[config.mk]
export PLATFORM = sky130hd
export DESIGN_NAME = pvr_regs
export DESIGN_NICKNAME = d
export VERILOG_FILES = /design/src/design/pvr_pkg.sv /design/src/design/pvr_regs.sv
export VERILOG_INCLUDE_DIRS = /design/src /design/src/design
export SDC_FILE = /design/constraint.sdc
export NUM_CORES = 1
export LEC_CHECK = 0
export ABC_AREA = 1
export ABC_CLOCK_PERIOD_IN_PS = 1200
export BUFFER_PORTS_ARGS = -buffer_cell sky130_fd_sc_hd__buf_4
export CELL_PAD_IN_SITES_DETAIL_PLACEMENT = 1
export CELL_PAD_IN_SITES_GLOBAL_PLACEMENT = 1
export CORE_ASPECT_RATIO = 0.5
export CORE_MARGIN = 4
export CORE_UTILIZATION = 38
export DETAILED_ROUTE_END_ITERATION = 8
export PLACE_DENSITY = 0.81
export SYNTH_ARGS = -nofsm -noshare
export SYNTH_HDL_FRONTEND = slang
export SYNTH_SLANG_ARGS = --single-unit
[constraint.sdc]
create_clock -name clock -period 1.2 [get_ports clock]
set_clock_uncertainty 0.15 [all_clocks]
set_input_delay 0 -clock clock [delete_from_list [all_inputs] [get_ports clock]]
set_output_delay 0 -clock clock [all_outputs]
set_load 0.03 [all_outputs]
[src/design/pvr_defines.svh]
`ifndef PVR_DEFINES_SVH
`define PVR_DEFINES_SVH

// widths
`define PVR_ADDR_W   16 // host bus address
`define PVR_DATA_W   32 // host register width
`define VRAM_ADDR_W  24 // vram byte address
`define VRAM_BUS_W   64 // vram data bus
`define VRAM_PORT_AW 22 // address leaving the core, lane chosen by bit 22

// host register offsets
`define PVR_ID_addr            16'h0000 // R   device id
`define PVR_REVISION_addr      16'h0004 // R   revision
`define PVR_SOFTRESET_addr     16'h0008 // RW  core and TA soft reset
`define PVR_STARTRENDER_addr   16'h0014 // RW  write kicks the region walker
`define PVR_REGION_BASE_addr   16'h002C // RW  region array base
`define PVR_ISP_BACKGND_D_addr 16'h0088 // RW  background depth
`define PVR_ISP_BACKGND_T_addr 16'h008C // RW  background tag

`define PVR_PAL_PAGE 4'h1 // addr[15:12] of the palette window

// fixed read-only values
`define PVR_ID_VALUE       32'h17FD11DB
`define PVR_REVISION_VALUE 32'h00000011

`define PAL_DEPTH    1024 // palette words
`define TILE_CREDITS 2    // walker -> fetcher, also fetcher queue depth
`define OUT_CREDITS  2    // fetcher -> consumer

`endif

[src/design/pvr_pkg.sv]
`include "pvr_defines.svh"

package pvr_pkg;

	typedef logic [`VRAM_ADDR_W-1:0] vram_addr_t; // byte address in vram

	// one tile handed from walker to fetcher
	typedef struct packed {
		logic [5:0] tile_x;
		logic [5:0] tile_y;
		vram_addr_t opaque_ptr; // first opaque object-pointer word
	} tile_desc_t;

	// region entry word 0
	typedef struct packed {
		logic        last;    // final entry of the array
		logic [16:0] rsvd_hi;
		logic [5:0]  tile_y;
		logic [5:0]  tile_x;
		logic [1:0]  rsvd_lo;
	} ra_ctrl_t;

	// region entry word 1
	typedef struct packed {
		logic       empty; // no opaque list for this tile
		logic [6:0] rsvd;
		vram_addr_t addr;
	} ra_ptr_t;

	typedef enum logic [1:0] {ws_idle, ws_ctrl, ws_ptr, ws_credit} walk_state_t;

	typedef enum logic {own_ra, own_lf} vram_owner_t; // who holds the vram read

endpackage

[src/design/pvr_regs.sv]
`timescale 1ns/1ps
`include "pvr_defines.svh"

module pvr_regs import pvr_pkg::*; (
	input  logic                              clock,
	input  logic                              reset_n,
	input  logic                              pvr_reg_cs,
	input  logic [`PVR_ADDR_W-1:0]            pvr_addr,
	input  logic [`PVR_DATA_W-1:0]            pvr_din,
	input  logic                              pvr_rd,
	input  logic                              pvr_wr,
	output logic [`PVR_DATA_W-1:0]            pvr_dout,
	output vram_addr_t                        region_base,
	output logic                              start,
	output logic [$clog2(`PAL_DEPTH)-1:0]     pal_addr,
	output logic [`PVR_DATA_W-1:0]            pal_din,
	output logic                              pal_we,
	input  logic [`PVR_DATA_W-1:0]            pal_dout
);
	logic [`PVR_DATA_W-1:0] soft_reset;
	logic [`PVR_DATA_W-1:0] start_render;
	logic [`PVR_DATA_W-1:0] region_base_q;
	logic [`PVR_DATA_W-1:0] isp_backgnd_d;
	logic [`PVR_DATA_W-1:0] isp_backgnd_t;
	logic [`PVR_DATA_W-1:0] reg_rdata; // register side of the read mux
	logic                   pal_sel;
	logic                   host_wr;
	logic                   host_rd;
	logic                   pal_rd_q; // last read hit the palette page

	assign pal_sel = (pvr_addr[`PVR_ADDR_W-1:`PVR_ADDR_W-4] == `PVR_PAL_PAGE);
	assign host_wr = pvr_reg_cs && pvr_wr;
	assign host_rd = pvr_reg_cs && pvr_rd;

	assign pal_addr = pvr_addr[$clog2(`PAL_DEPTH)+1:2]; // word index inside the page
	assign pal_din  = pvr_din;
	assign pal_we   = host_wr && pal_sel;

	assign region_base = region_base_q[`VRAM_ADDR_W-1:0]; // upper bits only read back
	assign pvr_dout    = pal_rd_q ? pal_dout : reg_rdata;  // both sides already registered

	always_ff @(posedge clock or negedge reset_n) begin
		if (!reset_n) begin
			soft_reset    <= '0;
			start_render  <= '0;
			region_base_q <= '0;
			isp_backgnd_d <= '0;
			isp_backgnd_t <= '0;
			start         <= 1'b0;
			pal_rd_q      <= 1'b0;
		end else begin
			start <= host_wr && (pvr_addr == `PVR_STARTRENDER_addr); // one cycle after the write
			if (host_rd)
				pal_rd_q <= pal_sel;
			if (host_wr) begin
				case (pvr_addr) // id and revision fall to default
					`PVR_SOFTRESET_addr:     soft_reset    <= pvr_din;
					`PVR_STARTRENDER_addr:   start_render  <= pvr_din;
					`PVR_REGION_BASE_addr:   region_base_q <= pvr_din;
					`PVR_ISP_BACKGND_D_addr: isp_backgnd_d <= pvr_din;
					`PVR_ISP_BACKGND_T_addr: isp_backgnd_t <= pvr_din;
					default: ;
				endcase
			end
		end
	end

	always_ff @(posedge clock) begin
		if (host_rd) begin
			case (pvr_addr)
				`PVR_ID_addr:            reg_rdata <= `PVR_ID_VALUE;
				`PVR_REVISION_addr:      reg_rdata <= `PVR_REVISION_VALUE;
				`PVR_SOFTRESET_addr:     reg_rdata <= soft_reset;
				`PVR_STARTRENDER_addr:   reg_rdata <= start_render;
				`PVR_REGION_BASE_addr:   reg_rdata <= region_base_q;
				`PVR_ISP_BACKGND_D_addr: reg_rdata <= isp_backgnd_d;
				`PVR_ISP_BACKGND_T_addr: reg_rdata <= isp_backgnd_t;
				default:                 reg_rdata <= '0; // unmapped
			endcase
		end
	end

endmodule

==> flow_summary.json, run 1 <==
{
  "worstMarginPinSlew_ns": 0.416,
  "antenna_cells": 0,
  "violations": "hold timing, setup timing",
  "grt_overflow": 0,
  "clock_sinks": 194,
  "area_growth_syn_to_layout_pct": 33.6,
  "postRouteAntennaNets": 0,
  "cts_tree": "built",
  "finalWorstSetupSlack_ns": -0.612,
  "fill_cells": 2974,
  "hp-class": "in2async",
  "drt_first_pass_iters": 6,
  "syn_inst": 1226,
  "cts_buffers": 17,
  "clk_pin_slew_worst_paths_ns": 0.07,
  "fin_util_pct": 52.6,
  "syn_area_um2": 10100,
  "yosysSeqAreaShare_pct": 49.7,
  "yosys.cell_types.count": 25,
  "relSlewSlack_pct": 72.1,
  "holdWs_ns": -0.128,
  "htree_levels": 4,
  "startpoint_type": "flip-flop",
  "start_util_pct": 39.3,
  "drt-initial-drc-count": 1073,
  "num_vias": 9993,
  "final_cell_mix": "nand2_1, buf_4, dfrtp_1",
  "grt_pass1_wl_um": 56400,
  "finalCritPeriodShare_pct": 151,
  "drv_cap": 0,
  "synth.avg_cell_area_um2": 8.23,
  "reg2reg_from": "isp_backgnd_d[4]",
  "ff2ff_setup_slack_ns": -0.06,
  "num_io_pins": 185,
  "finalMaxSlewViolations": 0,
  "place_ws_ns": -0.388,
  "die_w_um": 238,
  "hold_viol": 30,
  "grt_setup_unrepaired": "true",
  "p_leak_nw": 7.01,
  "final_nets": 1502,
  "synth.largest_area_cell": "dfrtp_1",
  "wl_um": 42000,
  "max-clock-path-buffers": 2,
  "power_density_nw_per_um2": 1070,
  "antenna_found_initial": 0,
  "die_h_um": 123,
  "ys_seq_elements": 194,
  "coreArea_um2": 25600,
  "drive_above_1_share_pct": 29.0,
  "track_usage_pct": 24.6,
  "arrival_ns": 1.66,
  "critPathKind": "reg2out",
  "ir_drop_uv": 1100,
  "globalplace.congestion": 0.834,
  "timing.rr.end": "reg_rdata[4]",
  "mostFrequentLayoutCell": "nand2_1",
  "grt_max_degree": 38,
  "port_buffers": 184,
  "setup-violations-final": 94,
  "drc": 0,
  "yosys.area.top_type_share_pct": 40.2,
  "clk_latency_ns": 0.46,
  "grt_pass1_vias": 10112,
  "syn-num-nets": 1311,
  "end_kind": "output port",
  "wl_per_cell_um": 23.7,
  "clock-root-buffer": "clkbuf_16",
  "hpwl_um": 23500,
  "status": "finished with violations",
  "period_needed_ns": 1.81,
  "cp_data_required_time_ns": 1.05,
  "yosys_warnings": 0,
  "dieArea_um2": 29400,
  "post_drt_via_cell_ratio": 5.63,
  "crit_fanout": 7,
  "std_cell_rows": 41,
  "r2r_cells": 4,
  "synth.area.top_cells": "dfrtp_1, nand2_1, edfxtp_1, o21ai_0, buf_4",
  "ctsHoldBuffers": 36,
  "fmax_ghz": 0.552
}
==> through the flow <==
stage          total power (W)  TNS (ns)  std cells  hold slack (ns)  instance area [um2]
2_1_floorplan          0.00755     -1.44       1226           -0.446                10200
3_3_place_gp           0.00829    -45.64       1680           -0.203                12000
6_report                0.0145    -21.21       1774           -0.128                13500
4_1_cts                 0.0143    -16.89       1750           -0.112                13100
3_5_place_dp           0.00831    -60.65       1680           -0.200                12000
5_1_grt                 0.0148    -25.99       1774          -0.0960                13500
==> cells in the mapped netlist, drive strengths merged <==
cell type and count:
nand2 387, o21ai 168, dfrtp 162, nand3 126
buf 113, nor2 111, inv 64, edfxtp 32
mux2 32, clkbuf 28, nand3b 1, nand4 1
nor3 1
==> report_power, final <==
group	switching [W]	internal, W	total [W]
logic	0.000953	0.000664	0.00162
registers	0.0000264	0.00674	0.00676
clock network	0.00296	0.00314	0.00610
==> sequential cells by signal, summed over array words and instances (netlist names) <==
signal         count
start              1
region_base_q     32
pal_rd_q           1
reg_rdata         32
isp_backgnd_t     32
soft_reset        32
start_render      32
isp_backgnd_d     32
==> repair_timing <==
item                                   CTS  global route
pin swaps                                1            10
endpoints found under the hold margin  323            30
resized for setup                       28            39
setup endpoints to repair               39            72
setup buffers                            2            19
gates cloned                             0             5
==> metal layers <==
metal,track usage [%],vias up,routed length [um]
met5,0,-,0
met4,7.03,0,1530
met3,4.57,119,2730
met2,44.2,476,21000
met1,30.8,5144,16800
li1,-,4254,-
==> critical path: stages, from the launching register on <==
cell and delay (ns):
dfrtp_2 0.42, buf_12 0.13, buf_12 0.14, mux2_2 0.37
buf_6 0.15
==> cells by family (layout without fill, tap and decap cells) <==
group | after synthesis | in the layout | synth area share, %
DFF | 194 | 194 | 49.7
muxes | 32 | 32 | 3.57
AOI/OAI and AO/OA | 168 | 168 | 8.33
and+or+nand+nor | 627 | 627 | 26.8
buffers and inverters | 205 | 409 | 11.6
==> cell type report <==
type	instances	area, um2	share of cell area [%]
Clock buffer	17	425	3.16
Timing Repair Buffer	313	3110	23.1
Clock inverter	15	173	1.28
Sequential cell	194	5020	37.2
Tap cell	344	430	3.19
Multi-Input combinational cell	827	4080	30.3
Inverter	64	244	1.81
==> worst max path at each step <==
stage	cells past startpoint	slack (ns)	endpoint	start
6_report	4	-0.61	pvr_dout[10]	pal_rd_q
2_1_floorplan	10	-0.05	reg_rdata[29]	pvr_addr[15]
5_1_grt	4	-0.64	pvr_dout[10]	pal_rd_q
3_5_place_dp	10	-0.39	start_render[5]	pvr_addr[6]
3_3_place_gp	10	-0.28	region_base_q[23]	pvr_addr[11]
4_1_cts	3	-0.57	pvr_dout[1]	pal_rd_q
Note: power is estimated with default switching activity, not from simulation.
==> inputs of run 2 (changes only) <==
--- a/config.mk
+++ b/config.mk
@@ -6,14 +6,12 @@
 export SDC_FILE = /design/constraint.sdc
 export NUM_CORES = 1
 export LEC_CHECK = 0
-export ABC_AREA = 1
-export ABC_CLOCK_PERIOD_IN_PS = 1200
 export BUFFER_PORTS_ARGS = -buffer_cell sky130_fd_sc_hd__buf_4
 export CELL_PAD_IN_SITES_DETAIL_PLACEMENT = 1
 export CELL_PAD_IN_SITES_GLOBAL_PLACEMENT = 1
 export CORE_ASPECT_RATIO = 0.5
 export CORE_MARGIN = 4
-export CORE_UTILIZATION = 38
+export CORE_UTILIZATION = 41
 export DETAILED_ROUTE_END_ITERATION = 8
 export PLACE_DENSITY = 0.81
 export SYNTH_ARGS = -nofsm -noshare
==> flow_summary.json, run 2 <==
{
  "status": "finished with violations",
  "violations": "hold timing, setup timing",
  "clock-root-buffer": "clkbuf_16",
  "synthFlopType": "dfrtp_1",
  "holdWs_ns": -0.151,
  "coreArea_um2": 22000,
  "yosys.cell_types.count": 42,
  "grt_pass1_wl_um": 65500,
  "hold_viol": 25,
  "period_needed_ns": 1.83,
  "timing.rr.end": "reg_rdata[1]",
  "start_util_pct": 42.3,
  "htree_levels": 4,
  "cp_cell_sequence": "buf_12 -> mux2_4 -> buf_6",
  "finalWorstSetupSlack_ns": -0.634,
  "cts_buffers": 17,
  "crit_end": "pvr_dout[30]",
  "die_w_um": 221,
  "final_cell_mix": "buf_4, dfrtp_1, mux2_4",
  "cpMaxStageDelayCell": "dfrtp_2",
  "grt_pass1_vias": 8745,
  "yosys_warnings": 0,
  "synth.largest_area_cell": "dfrtp_1",
  "arrival_ns": 1.68,
  "p_leak_nw": 6.85,
  "grt_use_met3_pct": 8.56,
  "cts_tree": "built",
  "clk_pin_slew_worst_paths_ns": 0.08,
  "synth_adder_area_share_pct": 0,
  "yosys.area.top_type_share_pct": 43.6,
  "die_h_um": 114,
  "design_power_total_w": 0.0147,
  "end_kind": "output port",
  "ctsHoldBuffers": 35,
  "finalMaxSlewViolations": 0,
  "setup-violations-final": 246,
  "mostFrequentLayoutCell": "buf_4",
  "relSlewSlack_pct": 45.4,
  "clock_sinks": 194,
  "area_growth_syn_to_layout_pct": 58.9,
  "synth_top_family_by_area": "multiplexers",
  "hpwl_um": 19900,
  "synth.avg_cell_area_um2": 13.8,
  "ff2ff_setup_slack_ns": -0.40,
  "hp-class": "in2async",
  "drv_cap": 0,
  "drive_above_1_share_pct": 68.9,
  "critPathKind": "reg2out",
  "syn-num-nets": 760,
  "max-clock-path-buffers": 2,
  "grt_max_degree": 41,
  "drt-initial-drc-count": 1097,
  "wl_per_cell_um": 38.7,
  "grt_overflow": 0,
  "port_buffers": 184,
  "r2r_cells": 3,
  "cp_data_required_time_ns": 1.05,
  "grt_use_met1_pct": 45.2,
  "fin_util_pct": 67.2,
  "drt_first_pass_iters": 5,
  "place_ws_ns": -0.761,
  "fmax_ghz": 0.545,
  "grt_setup_unrepaired": "true",
  "ys_seq_elements": 194,
  "synth.area.top_cells": "dfrtp_1, mux2_2, edfxtp_1, buf_4, a22oi_1",
  "drc": 0,
  "ys_async_sr_fraction_pct": 83.5,
  "synth_xor_area_share_pct": 0,
  "finalCritPeriodShare_pct": 153,
  "fill_cells": 1967,
  "postRouteAntennaNets": 0,
  "num_io_pins": 185,
  "crit_fanout": 13,
  "num_vias": 8466,
  "power_density_nw_per_um2": 999,
  "fin_tns_setup_ns": -85.66,
  "worstMarginPinSlew_ns": 0.817,
  "antenna_cells": 0,
  "synth-compound-area-share_pct": 8.42,
  "antenna_found_initial": 1,
  "startpoint_type": "flip-flop",
  "grt.met2_usage_pct": 57.7,
  "netlist_top_cells_count": "mux2_2, dfrtp_1, buf_4",
  "wl_um": 50100,
  "globalplace.congestion": 0.847,
  "track_usage_pct": 35.4,
  "reg2reg_from": "soft_reset[1]",
  "critPathMaxStageDelay_ns": 0.49,
  "synth-edff-count": 32,
  "syn_inst": 675,
  "muxShareOfSynthArea_pct": 24.7,
  "clk_latency_ns": 0.48,
  "busiest_layer": "met2",
  "yosysSeqAreaShare_pct": 54.0,
  "yosys.area_share.simple_pct": 4.62,
  "yosysMostFrequentCell": "mux2_2",
  "final_nets": 1066,
  "syn_area_um2": 9290,
  "ir_drop_uv": 1250,
  "dieArea_um2": 25300,
  "startpoint": "pal_rd_q",
  "post_drt_via_cell_ratio": 6.54,
  "std_cell_rows": 38
}
## run 2: worst min path at each step
stage	cells after the start	slack [ns]	from	to
2_1_floorplan	0	-0.45	reset_n	isp_backgnd_d[0]
3_3_place_gp	1	-0.22	reset_n	region_base_q[0]
3_5_place_dp	1	-0.22	reset_n	region_base_q[4]
4_1_cts	2	-0.13	reset_n	isp_backgnd_d[29]
5_1_grt	2	-0.12	reset_n	region_base_q[0]
6_report	2	-0.15	reset_n	start_render[4]
## run 2: critical path, delay by kind of cell (launching register included)
family | cells | cell delay [ns]
buf+inv | 2 | 0.37
flops | 1 | 0.49
mux | 1 | 0.34
## run 2: per-stage QoR
stage,std cells,area [um2]
floorplan,675,9750
global placement,1155,11700
detailed placement,1155,11700
CTS,1280,14100
global route,1294,14800
finish,1294,14800
## run 2: what timing repair did
item | 4_1_cts | 5_1_grt
buffers inserted | 40 | 22
pin swaps | 28 | 43
setup endpoints to repair | 242 | 252
gates cloned | 20 | 4
hold endpoints to repair | 323 | 25
gates resized for setup | 180 | 116
## run 2: cell type report
cell class / count / area (um2) / area share [%]
well taps: 300 / 375 / 2.54
inverters: 4 / 17.5 / 0.119
flip-flops and latches: 194 / 5020 / 34.0
multi-input cells: 372 / 4590 / 31.1
clock buffers: 22 / 464 / 3.14
repair buffers: 392 / 4210 / 28.5
clock inverters: 10 / 86.3 / 0.585
## run 2: routing by layer
layer  share of wire (%)  vias to the layer above
met3                  12                      251
met1                  37                     4330
li1                    -                     3084
met5               0.026                        -
met4                 5.9                        2
met2                  45                      799
## run 2: kinds of logic (layout without fill, tap and decap cells)
logic type	Yosys count	count (layout)
and+or+nand+nor	60	62
buffers and inverters	111	428
muxes	205	205
AOI/OAI and AO/OA	105	105
DFF	194	194
## run 2: power breakdown
group	internal (W)	total, W	switching, W	leakage, nW
Sequential	0.00673	0.00676	0.0000291	2.54
Combinational	0.000864	0.00203	0.00116	4.04
Clock	0.00296	0.00597	0.00300	0.267
