### src/design/pvr_defines.svh
`ifndef PVR_DEFINES_SVH
`define PVR_DEFINES_SVH

// widths
`define PVR_ADDR_W   16 // host bus address
`define PVR_DATA_W   32 // host register width
`define VRAM_ADDR_W  24 // vram byte address
`define VRAM_BUS_W   64 // vram data bus
`define VRAM_PORT_AW 22 // address leaving the core, lane chosen by bit 22

// host register offsets
`define PVR_ID_addr            16'h0000 // R   device id
`define PVR_REVISION_addr      16'h0004 // R   revision
`define PVR_SOFTRESET_addr     16'h0008 // RW  core and TA soft reset
`define PVR_STARTRENDER_addr   16'h0014 // RW  write kicks the region walker
`define PVR_REGION_BASE_addr   16'h002C // RW  region array base
`define PVR_ISP_BACKGND_D_addr 16'h0088 // RW  background depth
`define PVR_ISP_BACKGND_T_addr 16'h008C // RW  background tag

`define PVR_PAL_PAGE 4'h1 // addr[15:12] of the palette window

// fixed read-only values
`define PVR_ID_VALUE       32'h17FD11DB
`define PVR_REVISION_VALUE 32'h00000011

`define PAL_DEPTH    1024 // palette words
`define TILE_CREDITS 2    // walker -> fetcher, also fetcher queue depth
`define OUT_CREDITS  2    // fetcher -> consumer

`endif

### src/design/pvr_pkg.sv
`include "pvr_defines.svh"

package pvr_pkg;

	typedef logic [`VRAM_ADDR_W-1:0] vram_addr_t; // byte address in vram

	// one tile handed from walker to fetcher
	typedef struct packed {
		logic [5:0] tile_x;
		logic [5:0] tile_y;
		vram_addr_t opaque_ptr; // first opaque object-pointer word
	} tile_desc_t;

	// region entry word 0
	typedef struct packed {
		logic        last;    // final entry of the array
		logic [16:0] rsvd_hi;
		logic [5:0]  tile_y;
		logic [5:0]  tile_x;
		logic [1:0]  rsvd_lo;
	} ra_ctrl_t;

	// region entry word 1
	typedef struct packed {
		logic       empty; // no opaque list for this tile
		logic [6:0] rsvd;
		vram_addr_t addr;
	} ra_ptr_t;

	typedef enum logic [1:0] {ws_idle, ws_ctrl, ws_ptr, ws_credit} walk_state_t;

	typedef enum logic {own_ra, own_lf} vram_owner_t; // who holds the vram read

endpackage

### src/design/vram_rd_if.sv
`timescale 1ns/1ps
`include "pvr_defines.svh"

interface vram_rd_if;
	logic                    req;    // held with addr until gnt
	logic [`VRAM_ADDR_W-1:0] addr;   // byte address, bit 22 picks the lane
	logic                    gnt;    // read accepted by the arbiter
	logic                    rvalid; // one pulse per grant
	logic [31:0]             rdata;  // selected half of the vram word

	modport requester (
		output req, addr,
		input  gnt, rvalid, rdata
	);

	modport arbiter (
		input  req, addr,
		output gnt, rvalid, rdata
	);
endinterface

### src/design/region_walker.sv
`timescale 1ns/1ps
`include "pvr_defines.svh"

module region_walker import pvr_pkg::*; (
	input  logic         clock,
	input  logic         reset_n,
	input  logic         start,
	input  vram_addr_t   region_base,
	vram_rd_if.requester ram,
	output logic         tile_valid,
	output tile_desc_t   tile,
	input  logic         tile_credit,
	output logic         walk_done
);
	localparam int CW = $clog2(`TILE_CREDITS + 1);

	walk_state_t   state;
	vram_addr_t    entry_addr; // word 0 of the current entry
	vram_addr_t    rd_addr;
	logic          rd_req;
	ra_ctrl_t      ctrl_q;
	ra_ptr_t       ptr_w;
	logic          tile_live;  // held tile has an opaque list
	logic [CW-1:0] credits;
	logic          step;       // leave ws_credit this cycle
	logic          send;

	assign ram.req  = rd_req;
	assign ram.addr = rd_addr;
	assign ptr_w    = ram.rdata;

	// empty tiles pass without a credit, live ones wait for one
	assign step = (state == ws_credit) && (!tile_live || credits != '0);
	assign send = step && tile_live;

	always_ff @(posedge clock or negedge reset_n) begin
		if (!reset_n) begin
			state      <= ws_idle;
			entry_addr <= '0;
			rd_addr    <= '0;
			rd_req     <= 1'b0;
			tile_live  <= 1'b0;
			tile_valid <= 1'b0;
			walk_done  <= 1'b0;
			credits    <= CW'(`TILE_CREDITS);
		end else begin
			tile_valid <= send;
			walk_done  <= 1'b0;
			credits    <= credits + CW'(tile_credit) - CW'(send);
			if (ram.gnt)
				rd_req <= 1'b0; // addr stays put until rvalid
			case (state)
				ws_idle: begin
					if (start) begin // a start while busy never reaches here
						entry_addr <= region_base;
						rd_addr    <= region_base;
						rd_req     <= 1'b1;
						state      <= ws_ctrl;
					end
				end
				ws_ctrl: begin
					if (ram.rvalid) begin
						rd_addr <= entry_addr + vram_addr_t'(4); // pointer word
						rd_req  <= 1'b1;
						state   <= ws_ptr;
					end
				end
				ws_ptr: begin
					if (ram.rvalid) begin
						tile_live <= !ptr_w.empty;
						state     <= ws_credit;
					end
				end
				ws_credit: begin
					if (step) begin
						if (ctrl_q.last) begin
							walk_done <= 1'b1; // same cycle as the final tile_valid
							state     <= ws_idle;
						end else begin
							entry_addr <= entry_addr + vram_addr_t'(8); // entries are 8 bytes
							rd_addr    <= entry_addr + vram_addr_t'(8);
							rd_req     <= 1'b1;
							state      <= ws_ctrl;
						end
					end
				end
				default: state <= ws_idle;
			endcase
		end
	end

	// entry payload, only meaningful while the fsm says so
	always_ff @(posedge clock) begin
		if (state == ws_ctrl && ram.rvalid)
			ctrl_q <= ram.rdata;
		if (state == ws_ptr && ram.rvalid) begin
			tile.tile_x     <= ctrl_q.tile_x;
			tile.tile_y     <= ctrl_q.tile_y;
			tile.opaque_ptr <= ptr_w.addr; // held through tile_valid
		end
	end

endmodule

### src/flat_wrapper.sv
// flat-port wrapper written by rule: the top's interface ports become plain ports
module region_walker_flat import pvr_pkg::*;
  (clock, reset_n, start, region_base, tile_valid, tile, tile_credit, walk_done, ram_req, ram_addr, ram_gnt, ram_rvalid, ram_rdata);
  vram_rd_if ram_i ();
  input  logic clock;
  input  logic reset_n;
  input  logic start;
  input  vram_addr_t region_base;
  output logic tile_valid;
  output tile_desc_t tile;
  input  logic tile_credit;
  output logic walk_done;
  output wire logic [$bits(ram_i.req)-1:0] ram_req;
  output wire logic [$bits(ram_i.addr)-1:0] ram_addr;
  input wire logic [$bits(ram_i.gnt)-1:0] ram_gnt;
  input wire logic [$bits(ram_i.rvalid)-1:0] ram_rvalid;
  input wire logic [$bits(ram_i.rdata)-1:0] ram_rdata;
  assign ram_req = ram_i.req;
  assign ram_addr = ram_i.addr;
  assign ram_i.gnt = ram_gnt;
  assign ram_i.rvalid = ram_rvalid;
  assign ram_i.rdata = ram_rdata;
  region_walker u_core (.clock(clock), .reset_n(reset_n), .start(start), .region_base(region_base), .ram(ram_i), .tile_valid(tile_valid), .tile(tile), .tile_credit(tile_credit), .walk_done(walk_done));
endmodule
### config.mk
export PLATFORM = sky130hd
export DESIGN_NAME = region_walker_flat
export DESIGN_NICKNAME = d
export VERILOG_FILES = /design/src/design/pvr_pkg.sv /design/src/design/vram_rd_if.sv /design/src/design/region_walker.sv /design/src/flat_wrapper.sv
export VERILOG_INCLUDE_DIRS = /design/src /design/src/design
export SDC_FILE = /design/constraint.sdc
export NUM_CORES = 1
export LEC_CHECK = 0
export ABC_AREA = 1
export BUFFER_PORTS_ARGS = -buffer_cell sky130_fd_sc_hd__buf_2
export CAP_MARGIN = 20
export CELL_PAD_IN_SITES_DETAIL_PLACEMENT = 0
export CELL_PAD_IN_SITES_GLOBAL_PLACEMENT = 1
export CORE_MARGIN = 1
export CORE_UTILIZATION = 30
export DETAILED_ROUTE_END_ITERATION = 6
export GPL_TIMING_DRIVEN = 0
export MAX_ROUTING_LAYER = met4
export PLACE_DENSITY = 0.66
export SYNTH_ARGS = -nofsm -noshare
export SYNTH_HDL_FRONTEND = slang
export SYNTH_SLANG_ARGS = --single-unit
### constraint.sdc
create_clock -name clock -period 2.05 [get_ports clock]
set_input_delay 0.41 -clock clock [delete_from_list [all_inputs] [get_ports clock]]
set_output_delay 0.41 -clock clock [all_outputs]
set_load 0.005 [all_outputs]
==> results of run 1 <==
## final cells by class
cell class                 instances  area (µm²)
buffer                            17         156
clock buffer                       9         225
clock inverter                     7        88.8
fill                            1776       10600
inverter                          70         267
multi-input combinational        395        2070
sequential                       105        2870
tap                              225         282
timing repair buffer             127         683
## synth_stat cells, drive strengths merged (4+ instances only)
cell type	count	share of area
o21ai	40	0.038
a41oi	4	0.0066
nand2	137	0.10
nand4	4	0.0047
ha	9	0.021
nor3	6	0.0078
a21oi	30	0.028
edfxtp	49	0.28
nor2	69	0.064
a22oi	13	0.018
or2	10	0.012
inv	70	0.049
nand3	57	0.055
dfrtp	55	0.26
buf	14	0.019
## per-stage QoR
step	hold WS (ps)	setup WS [ps]	setup TNS, ps
detailed placement	405	-334	-3490
floorplan	114	115	0
global placement	401	-339	-4680
CTS	164	4.70	0
finish	128	135	0
global route	193	11.4	0
## flip-flops by register name, summed over array words and instances, names as in the netlist
register and flops:
u_core.tile 36, u_core.entry_addr 24, u_core.ram.addr 24, u_core.ctrl_q 13, u_core.credits 2, u_core.state 2, u_core.ram.req 1, u_core.tile_live 1
u_core.tile_valid 1, u_core.walk_done 1
## cells by family after synthesis
kind of cell / Yosys count / synth area share
buffers and inverters: 87 / 0.0747
AO/OA/AOI/OAI: 100 / 0.110
AND/OR/NAND/NOR: 284 / 0.249
XOR/XNOR: 2 / 0.00330
flip-flops: 105 / 0.541
adder cells (fa/ha/maj): 9 / 0.0212
## worst paths after layout
check	endpoint	slack, ps	depth (start not counted)
max	u_core.ram.addr[18]$_DFFE_PN0P_	130	10
min	u_core.ram.addr[23]$_DFFE_PN0P_	130	1
max reg2reg	u_core.ram.addr[18]$_DFFE_PN0P_	130	10
min reg2reg	u_core.tile[26]$_DFFE_PP_	420	0
max in group asynchronous	u_core.entry_addr[13]$_DFFE_PN0P_	1380	1
min in group clock	u_core.tile[19]$_DFFE_PP_	230	1
## critical path: stages, from the launching register on
cell,delay [ps]
dfrtp_1,470
ha_1,240
inv_1,60
nor2_1,180
nand2_1,210
nor2_1,220
nand2_1,80
nand3_1,90
nand3_1,130
nand2_1,90
inv_1,40
## power by group
part | switching, µW | internal [µW]
Clock | 905 | 880
Combinational | 3310 | 1960
Sequential | 493 | 3020
Total | 4710 | 5860
## what timing repair did
action	4_1_cts	5_1_grt
pin swaps	1	1
hold buffers	0	0
hold endpoints to repair	0	0
resized for setup	9	6
buffers inserted	2	7
endpoints found under the setup margin	17	12
## per-layer routing
layer,part of all wire,vias to the layer above,wire length (µm),global-route usage
li1,-,2239,-,-
met1,0.46,2179,7090,0.229
met2,0.46,167,7100,0.282
met3,0.057,32,888,0.0236
met4,0.027,0,424,0.0911
met5,0,-,0,-
==> reports/qor.csv, run 1 <==
stage,metric,value,unit
run_status,status,"complete, no violations",
power,pwr/cell area,1590,nW/µm²
sta,Highest Clock Rate,0.522,GHz
power,VDD IR-drop max,0.000468,V
sta,max-slew violations,0,
global_routing,antenna violations before repair,0,
placed_design,Post-Place Cells,930,
layout,final net count,796,
sta,RSZ-0062 raised after global routing,no,
route,detailed-route via count,4617,
floorplan,die height,135,µm
route,drt via density,4.83,
power,Power Total,10600,µW
logic_synthesis,Most used DFF post-synth,dfrtp_1,
clock_tree,CTS tree,done,
layout,"most common cell after layout, fill and taps aside",nand2_1,
logic_synthesis,number of synthesized flops with an enable pin,49,
route,DRC viols,0,
flow_run,max-cap violations,0,
logic_synthesis,post-synthesis sequential area ratio,0.541,
floorplan,Initial Util,0.307,
sta,Rel. slew slack,0.465,
critical_path,Setup Crit Path Kind,reg2reg,
route,Starting DRT DRC Count,319,
placed_design,GPL Wtd Cong,0.875,
layout,most frequent cells in the layout,"nand2_1, buf_2, inv_1",
floorplan,row count,48,
route,WL/cell,16.2,µm
sta,measured slew at the worst slew-check pin,803,ps
critical_path,CP startpoint,u_core.entry_addr[2]$_DFFE_PN0P_,
critical_path,Critical Path Fanout Max,6,
sta,minimum clock period,1920,ps
logic_synthesis,asr flop ratio synth,0.533,
clock_tree,clock root buffer,clkbuf_16,
layout,final instance area,6650,µm²
logic_synthesis,Synth warnings,0,
clock_tree,clk_lat worst skew,370,ps
layout,area delta synth->final,25.2,%
placed_design,Placement Cell Area,6210,µm²
global_routing,total grt overflow,0,
placed_design,DP Wirelength,11.3,mm
clock_tree,Num CTS Buffers,9,
logic_synthesis,synthesized flop and latch total,105,
global_routing,global-route wire length before repair,23.8,mm
critical_path,Startpoint Class,register,
critical_path,Worst EP arrival,2170,ps
route,DR pass1 iterations,7,
logic_synthesis,syn_area_per_cell,9.05,µm²
clock_tree,"Reg clk slew, reported paths",90,ps
global_routing,largest net degree at the start of global routing,57,
route,Detail Route Antenna Nets,0,
sta,Fin. Hold Viols,0,
logic_synthesis,Syn Nets,658,
critical_path,Crit Reg-Reg Startpoint,u_core.entry_addr[2]$_DFFE_PN0P_,
clock_tree,CTS sink cnt,105,
logic_synthesis,Netlist cell types,40,
global_routing,All-Layer GR Usage,0.180,
layout,Final Util,0.384,
layout,share of cells above drive strength 1,0.282,
sta,final period utilization,0.934,
clock_tree,Max clock buf depth,2,
layout,Antenna diodes,0,
floorplan,DIE AREA,18200,µm²
critical_path,"Req. time, crit path",2310,ps
global_routing,number of global-route vias before repair,4428,
logic_synthesis,Mapped Cells,587,
logic_synthesis,Post-Syn Area,5310,µm²
clock_tree,Max H-tree Level,3,
floorplan,I/O pins,125,
floorplan,Die X,135,µm
sta,setup violators final,0,
power,LEAKAGE,0.00305,µW
placed_design,quantity of I/O buffers inserted on ports,117,
critical_path,Worst Setup End Kind,register,
layout,Final Instance Count excl. Fillers,955,
sta,Setup Skew,11.8,ps
floorplan,core area,17300,µm²
hold_path,worst hold path class,in2async,
route,drt total wl,15.5,mm
Note: power is estimated with default switching activity, not from simulation.
==> run 2: changes to the inputs <==
--- a/config.mk
+++ b/config.mk
@@ -16,7 +16,7 @@
 export DETAILED_ROUTE_END_ITERATION = 6
 export GPL_TIMING_DRIVEN = 0
 export MAX_ROUTING_LAYER = met4
-export PLACE_DENSITY = 0.66
+export PLACE_DENSITY = 0.65
 export SYNTH_ARGS = -nofsm -noshare
 export SYNTH_HDL_FRONTEND = slang
 export SYNTH_SLANG_ARGS = --single-unit
==> reports/qor.csv, run 2 (synthesis results as in run 1) <==
stage,metric,value,unit
route,DR pass1 iterations,6,
sta,measured slew at the worst slew-check pin,578,ps
sta,setup violators final,0,
route,drt total wl,15.4,mm
clock_tree,clock root buffer,clkbuf_16,
layout,share of cells above drive strength 1,0.281,
power,Internal Power,5890,µW
route,Starting DRT DRC Count,308,
critical_path,Setup Crit Path Kind,reg2reg,
layout,"most common cell after layout, fill and taps aside",nand2_1,
clock_tree,CTS tree,done,
sta,Highest Clock Rate,0.526,GHz
route,Detail Route Antenna Nets,0,
layout,Antenna diodes,0,
power,pwr/cell area,1590,nW/µm²
hold_path,worst hold path class,in2async,
global_routing,largest net degree at the start of global routing,36,
power,VDD IR-drop max,0.000519,V
critical_path,Critical Path Fanout Max,10,
clock_tree,"Reg clk slew, reported paths",80,ps
power,clock power share,0.170,
power,LEAKAGE,0.00305,µW
critical_path,"Req. time, crit path",2340,ps
power,Flop pwr share,0.333,
sta,Worst Hold Slack,40.3,ps
layout,final net count,795,
sta,Setup Skew,12.9,ps
floorplan,I/O pins,125,
sta,Fin. Hold Viols,0,
sta,Rel. slew slack,0.615,
clock_tree,Max H-tree Level,3,
sta,max-slew violations,0,
layout,final instance area,6650,µm²
layout,max reg flops,36,
global_routing,number of global-route vias before repair,4410,
critical_path,Worst EP arrival,2190,ps
power,Psw,4680,µW
route,detailed-route via count,4500,
clock_tree,Num CTS Buffers,9,
run_status,status,"complete, no violations",
floorplan,row count,48,
global_routing,antenna violations before repair,0,
global_routing,global-route wire length before repair,24.0,mm
route,DRC viols,0,
placed_design,Placement Cell Area,6230,µm²
floorplan,DIE AREA,18200,µm²
clock_tree,CTS sink cnt,105,
critical_path,most frequent CP cell,ha_1,
power,Comb pwr share,0.497,
clock_tree,clk_lat worst skew,370,ps
critical_path,largest stage delay on the critical path,420,ps
floorplan,Die X,135,µm
floorplan,core area,17300,µm²
clock_tree,CTS Hold Buffers Added,0,
route,WL/cell,16.2,µm
global_routing,All-Layer GR Usage,0.182,
critical_path,Critical-path top delay cell,dfrtp_1,
placed_design,DP Wirelength,11.5,mm
sta,final period utilization,0.927,
placed_design,GPL Wtd Cong,0.884,
global_routing,total grt overflow,0,
floorplan,Initial Util,0.307,
power,Sw Share,0.443,
placed_design,quantity of I/O buffers inserted on ports,117,
sta,RSZ-0062 raised after global routing,no,
clock_tree,Max clock buf depth,2,
critical_path,Startpoint Class,register,
sta,minimum clock period,1900,ps
layout,Top reg by flops,u_core.tile,
route,drt via density,4.72,
layout,area delta synth->final,25.2,%
flow_run,max-cap violations,0,
critical_path,crit-path cells,ha_1 -> buf_6 -> inv_2 -> buf_8 -> buf_12 -> nor3_2 -> ha_1 -> inv_1 -> ha_1 -> xnor2_1,
layout,most frequent cells in the layout,"nand2_1, buf_2, inv_1",
floorplan,die height,135,µm
critical_path,Worst Setup End Kind,register,
run 2: layout make-up:
type / instances / area [µm²]
inverters: 70 / 267
plain buffers: 17 / 163
clock inverters: 7 / 88.8
multi-input cells: 395 / 2070
repair buffers: 126 / 686
fillers: 1816 / 10600
clock buffers: 9 / 225
flip-flops and latches: 105 / 2870
well taps: 225 / 282
run 2: stage by stage:
step / setup TNS (ps) / utilization / total power, µW / setup slack (ps) / cells
after CTS: 0 / 0.381 / 10500 / 21.2 / 949
after global routing: 0 / 0.385 / 11400 / 12.6 / 954
after detailed placement: -3870 / 0.360 / 8590 / -395 / 931
after global placement: -4830 / 0.357 / 8460 / -352 / 929
final: 0 / 0.385 / 10600 / 149 / 954
after floorplan: 0 / - / 6780 / 115 / 587
run 2: final timing paths:
check                                                  from                         endpoint  slack [ps]  cells past startpoint
max in group asynchronous                           reset_n      u_core.credits[1]$_DFF_PN1_        1340                      2
worst min register to register  u_core.ctrl_q[11]$_DFFE_PP_        u_core.tile[27]$_DFFE_PP_         420                      0
worst max-delay path            u_core.state[0]$_DFFE_PN0P_      u_core.credits[1]$_DFF_PN1_         150                     10
worst min-delay path                                reset_n  u_core.ram.addr[15]$_DFFE_PN0P_          40                      1
min in group clock                             ram_rdata[1]         u_core.tile[1]$_DFFE_PP_         220                      1
worst max register to register  u_core.state[0]$_DFFE_PN0P_      u_core.credits[1]$_DFF_PN1_         150                     10
run 2: power by group through the flow:
stage | Sequential (µW) | Combinational [µW] | Clock (µW)
finish | 3520 | 5260 | 1800
floorplan | 3500 | 3280 | 0
global route | 3610 | 5880 | 1940
detailed placement | 3560 | 5030 | 0
CTS | 3530 | 5170 | 1850
global placement | 3540 | 4920 | 0
run 2: worst max-delay path: cells and delay by family, from the launching register on:
family / cells / cell delay (ps)
adder cells (fa/ha/maj): 3 / 680
buffers and inverters: 5 / 530
flip-flops: 1 / 420
XOR/XNOR: 1 / 150
AND/OR/NAND/NOR: 1 / 60
run 2: layer usage:
layer	GRT usage	up-vias	wire, µm
met5	-	-	0
met4	0.0612	0	272
met3	0.0327	19	862
met2	0.295	145	7170
met1	0.229	2097	7150
li1	-	2239	-
run 2: what timing repair did:
action                                  4_1_cts  5_1_grt
setup buffers                                 2        5
gates cloned                                  0        0
endpoints found under the setup margin       21       15
resized for setup                            11        6
pin swaps                                     1        1
