===== config.mk =====
export PLATFORM = sky130hd
export DESIGN_NAME = list_fetcher_flat
export DESIGN_NICKNAME = d
export VERILOG_FILES = /design/src/design/pvr_pkg.sv /design/src/design/vram_rd_if.sv /design/src/design/list_fetcher.sv /design/src/flat_wrapper.sv
export VERILOG_INCLUDE_DIRS = /design/src /design/src/design
export SDC_FILE = /design/constraint.sdc
export NUM_CORES = 1
export LEC_CHECK = 0
export BUFFER_PORTS_ARGS = -buffer_cell sky130_fd_sc_hd__buf_4
export CORE_MARGIN = 2
export CORE_UTILIZATION = 50
export CTS_CLUSTER_SIZE = 16
export DETAILED_ROUTE_END_ITERATION = 7
export MAX_ROUTING_LAYER = met4
export PLACE_DENSITY = 0.73
export SYNTH_ARGS = -nofsm -noshare
export SYNTH_HDL_FRONTEND = slang
export SYNTH_SLANG_ARGS = --single-unit

===== constraint.sdc =====
create_clock -name clock -period 3.6 [get_ports clock]
set_input_delay 0.36 -clock clock [delete_from_list [all_inputs] [get_ports clock]]
set_output_delay 0.36 -clock clock [all_outputs]
set_load 0.01 [all_outputs]

===== src/design/pvr_defines.svh =====
`ifndef PVR_DEFINES_SVH
`define PVR_DEFINES_SVH

// widths
`define PVR_ADDR_W   16 // host bus address
`define PVR_DATA_W   32 // host register width
`define VRAM_ADDR_W  24 // vram byte address
`define VRAM_BUS_W   64 // vram data bus
`define VRAM_PORT_AW 22 // address leaving the core, lane chosen by bit 22

// host register offsets
`define PVR_ID_addr            16'h0000 // R   device id
`define PVR_REVISION_addr      16'h0004 // R   revision
`define PVR_SOFTRESET_addr     16'h0008 // RW  core and TA soft reset
`define PVR_STARTRENDER_addr   16'h0014 // RW  write kicks the region walker
`define PVR_REGION_BASE_addr   16'h002C // RW  region array base
`define PVR_ISP_BACKGND_D_addr 16'h0088 // RW  background depth
`define PVR_ISP_BACKGND_T_addr 16'h008C // RW  background tag

`define PVR_PAL_PAGE 4'h1 // addr[15:12] of the palette window

// fixed read-only values
`define PVR_ID_VALUE       32'h17FD11DB
`define PVR_REVISION_VALUE 32'h00000011

`define PAL_DEPTH    1024 // palette words
`define TILE_CREDITS 2    // walker -> fetcher, also fetcher queue depth
`define OUT_CREDITS  2    // fetcher -> consumer

`endif


===== src/design/pvr_pkg.sv =====
`include "pvr_defines.svh"

package pvr_pkg;

	typedef logic [`VRAM_ADDR_W-1:0] vram_addr_t; // byte address in vram

	// one tile handed from walker to fetcher
	typedef struct packed {
		logic [5:0] tile_x;
		logic [5:0] tile_y;
		vram_addr_t opaque_ptr; // first opaque object-pointer word
	} tile_desc_t;

	// region entry word 0
	typedef struct packed {
		logic        last;    // final entry of the array
		logic [16:0] rsvd_hi;
		logic [5:0]  tile_y;
		logic [5:0]  tile_x;
		logic [1:0]  rsvd_lo;
	} ra_ctrl_t;

	// region entry word 1
	typedef struct packed {
		logic       empty; // no opaque list for this tile
		logic [6:0] rsvd;
		vram_addr_t addr;
	} ra_ptr_t;

	typedef enum logic [1:0] {ws_idle, ws_ctrl, ws_ptr, ws_credit} walk_state_t;

	typedef enum logic {own_ra, own_lf} vram_owner_t; // who holds the vram read

endpackage


===== src/design/vram_rd_if.sv =====
`timescale 1ns/1ps
`include "pvr_defines.svh"

interface vram_rd_if;
	logic                    req;    // held with addr until gnt
	logic [`VRAM_ADDR_W-1:0] addr;   // byte address, bit 22 picks the lane
	logic                    gnt;    // read accepted by the arbiter
	logic                    rvalid; // one pulse per grant
	logic [31:0]             rdata;  // selected half of the vram word

	modport requester (
		output req, addr,
		input  gnt, rvalid, rdata
	);

	modport arbiter (
		input  req, addr,
		output gnt, rvalid, rdata
	);
endinterface


===== src/design/list_fetcher.sv =====
`timescale 1ns/1ps
`include "pvr_defines.svh"

module list_fetcher import pvr_pkg::*; (
	input  logic                   clock,
	input  logic                   reset_n,
	input  logic                   tile_valid,
	input  tile_desc_t             tile,
	output logic                   tile_credit,
	vram_rd_if.requester           ram,
	input  logic                   walk_done,
	output logic                   out_valid,
	output logic [5:0]             out_tile_x,
	output logic [5:0]             out_tile_y,
	output logic [`PVR_DATA_W-1:0] out_opb_word,
	input  logic                   out_credit,
	output logic                   render_done
);
	localparam int QD = `TILE_CREDITS; // queue never overflows, walker holds the credits
	localparam int PW = $clog2(QD);
	localparam int QW = $clog2(QD + 1);
	localparam int CW = $clog2(`OUT_CREDITS + 1);

	tile_desc_t             queue [QD];
	logic [PW-1:0]          wr_ptr;
	logic [PW-1:0]          rd_ptr;
	logic [QW-1:0]          q_count;
	tile_desc_t             head;
	logic                   rd_req;
	logic                   rd_busy;   // read requested or in flight
	logic                   have_word; // head word fetched, waiting for a credit
	logic [`PVR_DATA_W-1:0] word_q;
	logic [CW-1:0]          credits;
	logic                   emit;
	logic                   done_seen; // walker finished, drain the queue

	assign head     = queue[rd_ptr];
	assign ram.req  = rd_req;
	assign ram.addr = head.opaque_ptr; // head is not popped while a read is open
	assign emit     = have_word && (credits != '0);

	always_ff @(posedge clock or negedge reset_n) begin
		if (!reset_n) begin
			wr_ptr      <= '0;
			rd_ptr      <= '0;
			q_count     <= '0;
			rd_req      <= 1'b0;
			rd_busy     <= 1'b0;
			have_word   <= 1'b0;
			credits     <= CW'(`OUT_CREDITS);
			out_valid   <= 1'b0;
			tile_credit <= 1'b0;
			done_seen   <= 1'b0;
			render_done <= 1'b0;
		end else begin
			out_valid   <= emit;
			tile_credit <= emit; // tile retired, walker may send another
			render_done <= 1'b0;
			credits     <= credits + CW'(out_credit) - CW'(emit);
			q_count     <= q_count + QW'(tile_valid) - QW'(emit);
			if (tile_valid)
				wr_ptr <= wr_ptr + 1'b1;
			if (emit) begin
				rd_ptr    <= rd_ptr + 1'b1;
				have_word <= 1'b0;
			end
			if (q_count != '0 && !rd_busy && !have_word) begin
				rd_req  <= 1'b1; // fetch for the new head
				rd_busy <= 1'b1;
			end
			if (ram.gnt)
				rd_req <= 1'b0;
			if (ram.rvalid) begin
				have_word <= 1'b1;
				rd_busy   <= 1'b0;
			end
			if (walk_done)
				done_seen <= 1'b1;
			else if (done_seen && q_count == '0) begin
				render_done <= 1'b1; // last tile already emitted
				done_seen   <= 1'b0;
			end
		end
	end

	always_ff @(posedge clock) begin
		if (tile_valid)
			queue[wr_ptr] <= tile;
		if (ram.rvalid)
			word_q <= ram.rdata;
		if (emit) begin
			out_tile_x   <= head.tile_x;
			out_tile_y   <= head.tile_y;
			out_opb_word <= word_q;
		end
	end

endmodule


===== src/flat_wrapper.sv =====
// flat-port wrapper written by rule: the top's interface ports become plain ports
module list_fetcher_flat import pvr_pkg::*;
  (clock, reset_n, tile_valid, tile, tile_credit, walk_done, out_valid, out_tile_x, out_tile_y, out_opb_word, out_credit, render_done, ram_req, ram_addr, ram_gnt, ram_rvalid, ram_rdata);
  vram_rd_if ram_i ();
  input  logic clock;
  input  logic reset_n;
  input  logic tile_valid;
  input  tile_desc_t tile;
  output logic tile_credit;
  input  logic walk_done;
  output logic out_valid;
  output logic [5:0] out_tile_x;
  output logic [5:0] out_tile_y;
  output logic [`PVR_DATA_W-1:0] out_opb_word;
  input  logic out_credit;
  output logic render_done;
  output wire logic [$bits(ram_i.req)-1:0] ram_req;
  output wire logic [$bits(ram_i.addr)-1:0] ram_addr;
  input wire logic [$bits(ram_i.gnt)-1:0] ram_gnt;
  input wire logic [$bits(ram_i.rvalid)-1:0] ram_rvalid;
  input wire logic [$bits(ram_i.rdata)-1:0] ram_rdata;
  assign ram_req = ram_i.req;
  assign ram_addr = ram_i.addr;
  assign ram_i.gnt = ram_gnt;
  assign ram_i.rvalid = ram_rvalid;
  assign ram_i.rdata = ram_rdata;
  list_fetcher u_core (.clock(clock), .reset_n(reset_n), .tile_valid(tile_valid), .tile(tile), .tile_credit(tile_credit), .ram(ram_i), .walk_done(walk_done), .out_valid(out_valid), .out_tile_x(out_tile_x), .out_tile_y(out_tile_y), .out_opb_word(out_opb_word), .out_credit(out_credit), .render_done(render_done));
endmodule

==> impl_metrics.py, run 1 <==
metrics = {
    "status": {
        "outcome": "complete, no violations",
    },
    "yosys": {
        "yosys_warnings": 0,
        "synthFlopType": "edfxtp_1",
        "synth-async-reset-ratio": 0.0750,
        "synth_cell_types": 24,
        "synth_top_area_frac": 0.779,
        "synth_cells": 253,
        "synth_edf_count": 148,
        "synth_top_area_cell": "edfxtp_1",
        "yosysSeqAreaShare": 0.832,
        "synth_most_common_cell": "edfxtp_1",
        "ys_ff_latch": 160,
        "yosys-top-cells-count": "edfxtp_1 (148), mux2_4 (29), buf_4 (25), dfrtp_1 (11), mux2_2 (7)",
        "synth.avg_cell_area_sq_um": 22.5,
        "syn-num-nets": 330,
        "netlist_area_sq_mm": 0.00570,
        "yosys-top-cells-area": "edfxtp_1 (78%), mux2_4 (7.6%), dfrtp_1 (4.8%)",
    },
    "flow_run": {
        "max-cap-violations": 0,
    },
    "drt": {
        "finalWirelength_um": 9390,
        "drt-initial-drc-count": 104,
        "vias": 2595,
        "drcViolationCount": 0,
        "vias_per_cell": 4.74,
        "ant_nets": 0,
        "firstDrtPassIters": 4,
        "routedWlPerCell_um": 17.2,
    },
    "worst_setup_path": {
        "crit_path_end_kind": "output pin",
        "worstPathRequired_ns": 3.24,
        "max_stage_delay_ns": 0.68,
        "crit_arrival_ns": 2.04,
        "startpoint_type": "register",
        "timing.critical_path.mode_cell": "buf_4",
        "crit_type": "register to output pin",
        "crit_chain": "buf_4 > mux2_4 > buf_4",
        "crit_path_max_fanout": 20,
        "crit_slowest_cell": "dfrtp_2",
    },
    "clock_network": {
        "clk_latency_ns": 0.41,
        "clkTransAtPathRegs_ns": 0.06,
        "tritoncts": "built",
        "cts_setup_buffers": 0,
        "root_buffer": "clkbuf_16",
        "numCtsBuffers": 17,
        "cts_hold_buffers": 1,
        "cts_max_level": 4,
        "cts.sinks": 160,
        "clock_path_buffers": 2,
        "cts_resized": 0,
    },
    "grt": {
        "use_met3": 0.0519,
        "grt-busiest-layer": "met2",
        "grt_pass1_vias": 2608,
        "use_met1": 0.179,
        "grt-ovfl-total": 0,
        "grt_pass1_wl_um": 14100,
        "met2_usage": 0.265,
        "grt_max_degree": 46,
        "grt_usage": 0.162,
        "antenna_found_initial": 0,
    },
    "finish": {
        "final_nets": 468,
        "area_growth_pct": 28.1,
        "antenna_cells": 0,
        "post-route-util": 0.648,
        "drive_gt1_frac": 0.547,
        "fillCellCount": 770,
    },
    "timing": {
        "tightestPinTransition_ns": 1.04,
        "rsz0062_at_grt": "false",
        "final-setup-viol-count": 0,
        "min_period_ns": 2.40,
        "max_freq_mhz": 416,
        "fin_tns_setup_ns": 0,
        "fin_crit_sh": 0.667,
        "fin_skew_ns": 0.00963,
        "finalMaxSlewViolations": 0,
        "slew_headroom": 0.307,
        "hold_violations": 0,
    },
    "die": {
        "initial_core_util": 0.506,
        "die_h_um": 111,
        "die_x_um": 111,
        "die-area_sq_mm": 0.0123,
        "num_rows": 39,
        "pin_count": 147,
        "core-area_sq_mm": 0.0113,
    },
    "power": {
        "leakagePower_nw": 2.89,
        "power_density_mw_per_mm2": 795,
        "ir_drop_mv": 0.673,
    },
    "hold_path": {
        "hold_class": "input port to register",
    },
    "place": {
        "gp_congestion": 0.715,
        "port_buffers": 146,
        "hpwl_um": 6320,
    },
}
==> cell usage in the layout (no fill, tap or decap) <==
| master | instances |
|---|---|
| a21oi_1 | 1 |
| or2_1 | 1 |
| clkinvlp_4 | 4 |
| clkinv_4 | 3 |
| inv_1 | 3 |
| mux2_2 | 7 |
| edfxtp_1 | 148 |
| buf_4 | 147 |
| clkbuf_16 | 17 |
| nand3_1 | 1 |
| xor2_1 | 1 |
| nor3b_1 | 1 |
| dfstp_2 | 1 |
| dfrtp_2 | 1 |
| mux2_4 | 29 |
| a21o_1 | 2 |
| o21ai_2 | 1 |
| xnor2_1 | 5 |
| dlygate4sd3_1 | 1 |
| nand2_1 | 1 |
| o21ai_0 | 2 |
| inv_6 | 4 |
| nor2_1 | 3 |
| dfrtp_1 | 10 |
| a31oi_1 | 1 |
| inv_2 | 1 |
| and2_2 | 1 |
| ha_1 | 2 |
| bufinv_16 | 1 |
| clkinv_2 | 3 |
| nor2b_4 | 1 |
==> critical path, delay by kind of cell, from the launching register on <==
| kind | cells | cell delay [ns] |
|---|---|---|
| flip-flops | 1 | 0.68 |
| buffers and inverters | 2 | 0.59 |
| multiplexers | 1 | 0.33 |
==> worst paths after layout <==
kind | to | slack, ns | cells past startpoint | start
min reg2reg | u_core.out_opb_word[6]$_DFFE_PP_ | 0.41 | 0 | u_core.word_q[6]$_DFFE_PP_
max reg2reg | u_core.out_opb_word[15]$_DFFE_PP_ | 1.79 | 2 | u_core.credits[1]$_DFF_PN1_
min in group asynchronous | u_core.credits[0]$_DFF_PN0_ | 0.32 | 2 | reset_n
max in group asynchronous | u_core.credits[1]$_DFF_PN1_ | 3.05 | 2 | reset_n
min | u_core.ram.req$_DFFE_PN0P_ | 0.09 | 2 | ram_gnt
max | ram_addr[23] | 1.20 | 3 | u_core.rd_ptr$_DFFE_PN0P_
==> per-stage QoR <==
stage	worst slack, ns	instance area, sq um	hold slack [ns]	std cells	total power [mW]
after global placement	1.64	6740	0.206	514	4.16
final	1.20	7310	0.0900	547	5.81
after detailed placement	1.61	6740	0.207	514	4.22
after CTS	1.17	7310	0.0743	547	5.89
after floorplan	1.15	5700	0.0644	253	3.75
after global routing	1.10	7310	0.0753	547	6.08
==> where the power goes <==
part,switching (mW),internal (mW)
logic,0.648,0.741
clock network,0.706,0.957
registers,0.187,2.57
total,1.54,4.27
==> cell families (layout without fill, tap and decap cells) <==
family,after synthesis,after routing,share of synthesized area
muxes,36,36,0.0902
buffers and inverters,33,184,0.0480
xor gates and xnor gates,6,6,0.00921
DFF,160,160,0.832
and+or+nand+nor,9,9,0.00812
adders and majority gates,2,2,0.00439
AOI/OAI and AO/OA,7,7,0.00790
==> metal layers <==
metal  vias up  part of all wire
met2        70              0.55
met3        19             0.044
met1      1283              0.39
met5         -                 0
li1       1223                 -
met4         0             0.023
==> area by class of cell <==
cell class,count,area [sq um],share of cell area
clock buffers,17,425,0.0582
clock inverters,15,136,0.0187
inverters,4,15.0,0.00205
multi-input cells,60,692,0.0947
flip-flops and latches,160,4750,0.650
well taps,143,179,0.0245
repair buffers,148,1110,0.152
==> sequential cells by signal, indices dropped and copies added (netlist names) <==
name                 count
u_core.credits           2
u_core.done_seen         1
u_core.have_word         1
u_core.out_opb_word     32
u_core.out_tile_x        6
u_core.out_tile_y        6
u_core.q_count           2
u_core.queue            72
u_core.ram.req           1
u_core.rd_busy           1
u_core.rd_ptr            1
u_core.render_done       1
u_core.tile_credit       1
u_core.word_q           32
u_core.wr_ptr            1
Note: power is estimated with default switching activity, not from simulation.
==> inputs of run 2 (changes only) <==
clock period = 2.5 ns   (was 3.6 ns; I/O delays follow)
==> run 2 against run 1 <==
Compared with the run above: clock power increased by 50%; via count increased by 2.0%; total power increased by 48%; cell count increased by 3.1%; first-iteration DRC count increased by 67%; design area increased by 2.8%; routed wire length increased by 3.3%; largest power group unchanged; highest routed layer unchanged.
==> impl_metrics.py, run 2 (synthesis results as in run 1) <==
metrics = {
    "status": {
        "outcome": "complete, no violations",
    },
    "worst_setup_path": {
        "crit_chain": "buf_12 > mux2_2 > buf_4",
        "r2r_setup_slack_ns": 0.90,
        "crit_path_max_fanout": 34,
        "crit_type": "register to output pin",
        "critPathLaunch": "u_core.rd_ptr$_DFFE_PN0P_",
        "startpoint_type": "register",
        "max_stage_delay_ns": 0.45,
        "path_buf_inv": 2,
        "worstPathRequired_ns": 2.25,
        "reg2reg_from": "u_core.credits[1]$_DFF_PN1_",
        "critPathTopFamily": "flip-flops",
        "crit_path_end_kind": "output pin",
        "crit_arrival_ns": 1.66,
        "crit_slowest_cell": "dfrtp_2",
    },
    "drt": {
        "firstDrtPassIters": 4,
        "vias": 2648,
        "vias_per_cell": 4.70,
        "routedWlPerCell_um": 17.2,
        "drt-initial-drc-count": 174,
        "ant_nets": 0,
        "drcViolationCount": 0,
        "finalWirelength_um": 9700,
    },
    "finish": {
        "area_growth_pct": 31.8,
        "instances_no_fill": 564,
        "final_nets": 485,
        "post-route-util": 0.667,
        "top_regs": "u_core.queue: 72 flops, u_core.out_opb_word: 32 flops, u_core.word_q: 32 flops",
        "design_area_sq_mm": 0.00752,
        "drive_gt1_frac": 0.530,
        "largest_reg_flops": 72,
        "antenna_cells": 0,
        "final_cell_mix": "buf_4 (149), edfxtp_1 (148), mux2_4 (29)",
        "final_common_cell": "buf_4",
        "regMostFlops": "u_core.queue",
    },
    "clock_network": {
        "cts.sinks": 160,
        "tritoncts": "built",
        "cts_hold_buffers": 10,
        "clock_path_buffers": 2,
        "numCtsBuffers": 17,
        "clkTransAtPathRegs_ns": 0.06,
        "clk_latency_ns": 0.40,
        "cts_resized": 0,
        "cts_setup_buffers": 0,
        "root_buffer": "clkbuf_16",
        "cts_max_level": 4,
    },
    "place": {
        "hpwl_um": 6440,
        "preCtsSetupSlack_ns": 0.886,
        "placed_cells": 518,
        "gp_congestion": 0.736,
        "dpl_cell_area_sq_mm": 0.00679,
        "port_buffers": 146,
    },
    "timing": {
        "max_freq_mhz": 524,
        "final-setup-viol-count": 0,
        "tightestPinTransition_ns": 0.492,
        "min_period_ns": 1.91,
        "fin_crit_sh": 0.764,
        "fin_skew_ns": 0.00749,
        "fin_tns_setup_ns": 0,
        "slew_headroom": 0.672,
        "layout_setup_ws_ns": 0.591,
        "finalMaxSlewViolations": 0,
        "rsz0062_at_grt": "false",
        "hold_violations": 0,
        "holdWs_ns": 0.0208,
    },
    "power": {
        "total_power_mw": 8.57,
        "power_density_mw_per_mm2": 1140,
        "ir_drop_mv": 0.724,
        "leakagePower_nw": 2.99,
    },
    "grt": {
        "grt-ovfl-total": 0,
        "grt_usage": 0.165,
        "grt_pass1_vias": 2717,
        "grt_max_degree": 37,
        "antenna_found_initial": 0,
        "grt_pass1_wl_um": 14600,
    },
    "die": {
        "core-area_sq_mm": 0.0113,
        "die_h_um": 111,
        "die-area_sq_mm": 0.0123,
        "initial_core_util": 0.506,
        "die_x_um": 111,
        "num_rows": 39,
        "pin_count": 147,
    },
    "flow_run": {
        "max-cap-violations": 0,
    },
    "hold_path": {
        "hold_class": "input port to register",
        "hold_start": "ram_rdata[17]",
    },
}
run 2: path summary, 6_finish.rpt:
path / cells after the start / to
worst min register to register: 0 / u_core.out_opb_word[24]$_DFFE_PP_
min in group asynchronous: 2 / u_core.render_done$_DFF_PN0_
max in group asynchronous: 2 / u_core.credits[1]$_DFF_PN1_
worst max-delay path: 3 / ram_addr[1]
worst min-delay path: 1 / u_core.word_q[17]$_DFFE_PP_
worst max register to register: 3 / u_core.out_opb_word[29]$_DFFE_PP_
run 2: worst reg2reg max path: cells and delay by family (launching register included):
family	cells	cell delay (ns)
buf+inv	2	0.63
flops	1	0.56
compound gates	1	0.10
run 2: power by group:
| group | switching, mW | leakage (nW) | total [mW] | internal (mW) |
|---|---|---|---|---|
| clock network | 1.01 | 0.283 | 2.49 | 1.49 |
| logic | 1.01 | 1.15 | 2.16 | 1.15 |
| registers | 0.230 | 1.55 | 3.92 | 3.69 |
| total | 2.24 | 2.99 | 8.57 | 6.33 |
run 2: metal layers:
metal,vias up,part of all wire,global-route usage
met5,-,0,-
met4,0,0.016,0.0625
met3,12,0.035,0.0410
met2,73,0.55,0.280
met1,1310,0.40,0.191
li1,1253,-,-
run 2: layout make-up:
cell class | instances | area, sq um
Sequential cell | 160 | 4750
Timing Repair Buffer | 165 | 1300
Fill cell | 762 | 3760
Clock inverter | 14 | 155
Tap cell | 143 | 179
Clock buffer | 18 | 429
Multi-Input combinational cell | 60 | 692
Inverter | 4 | 15.0
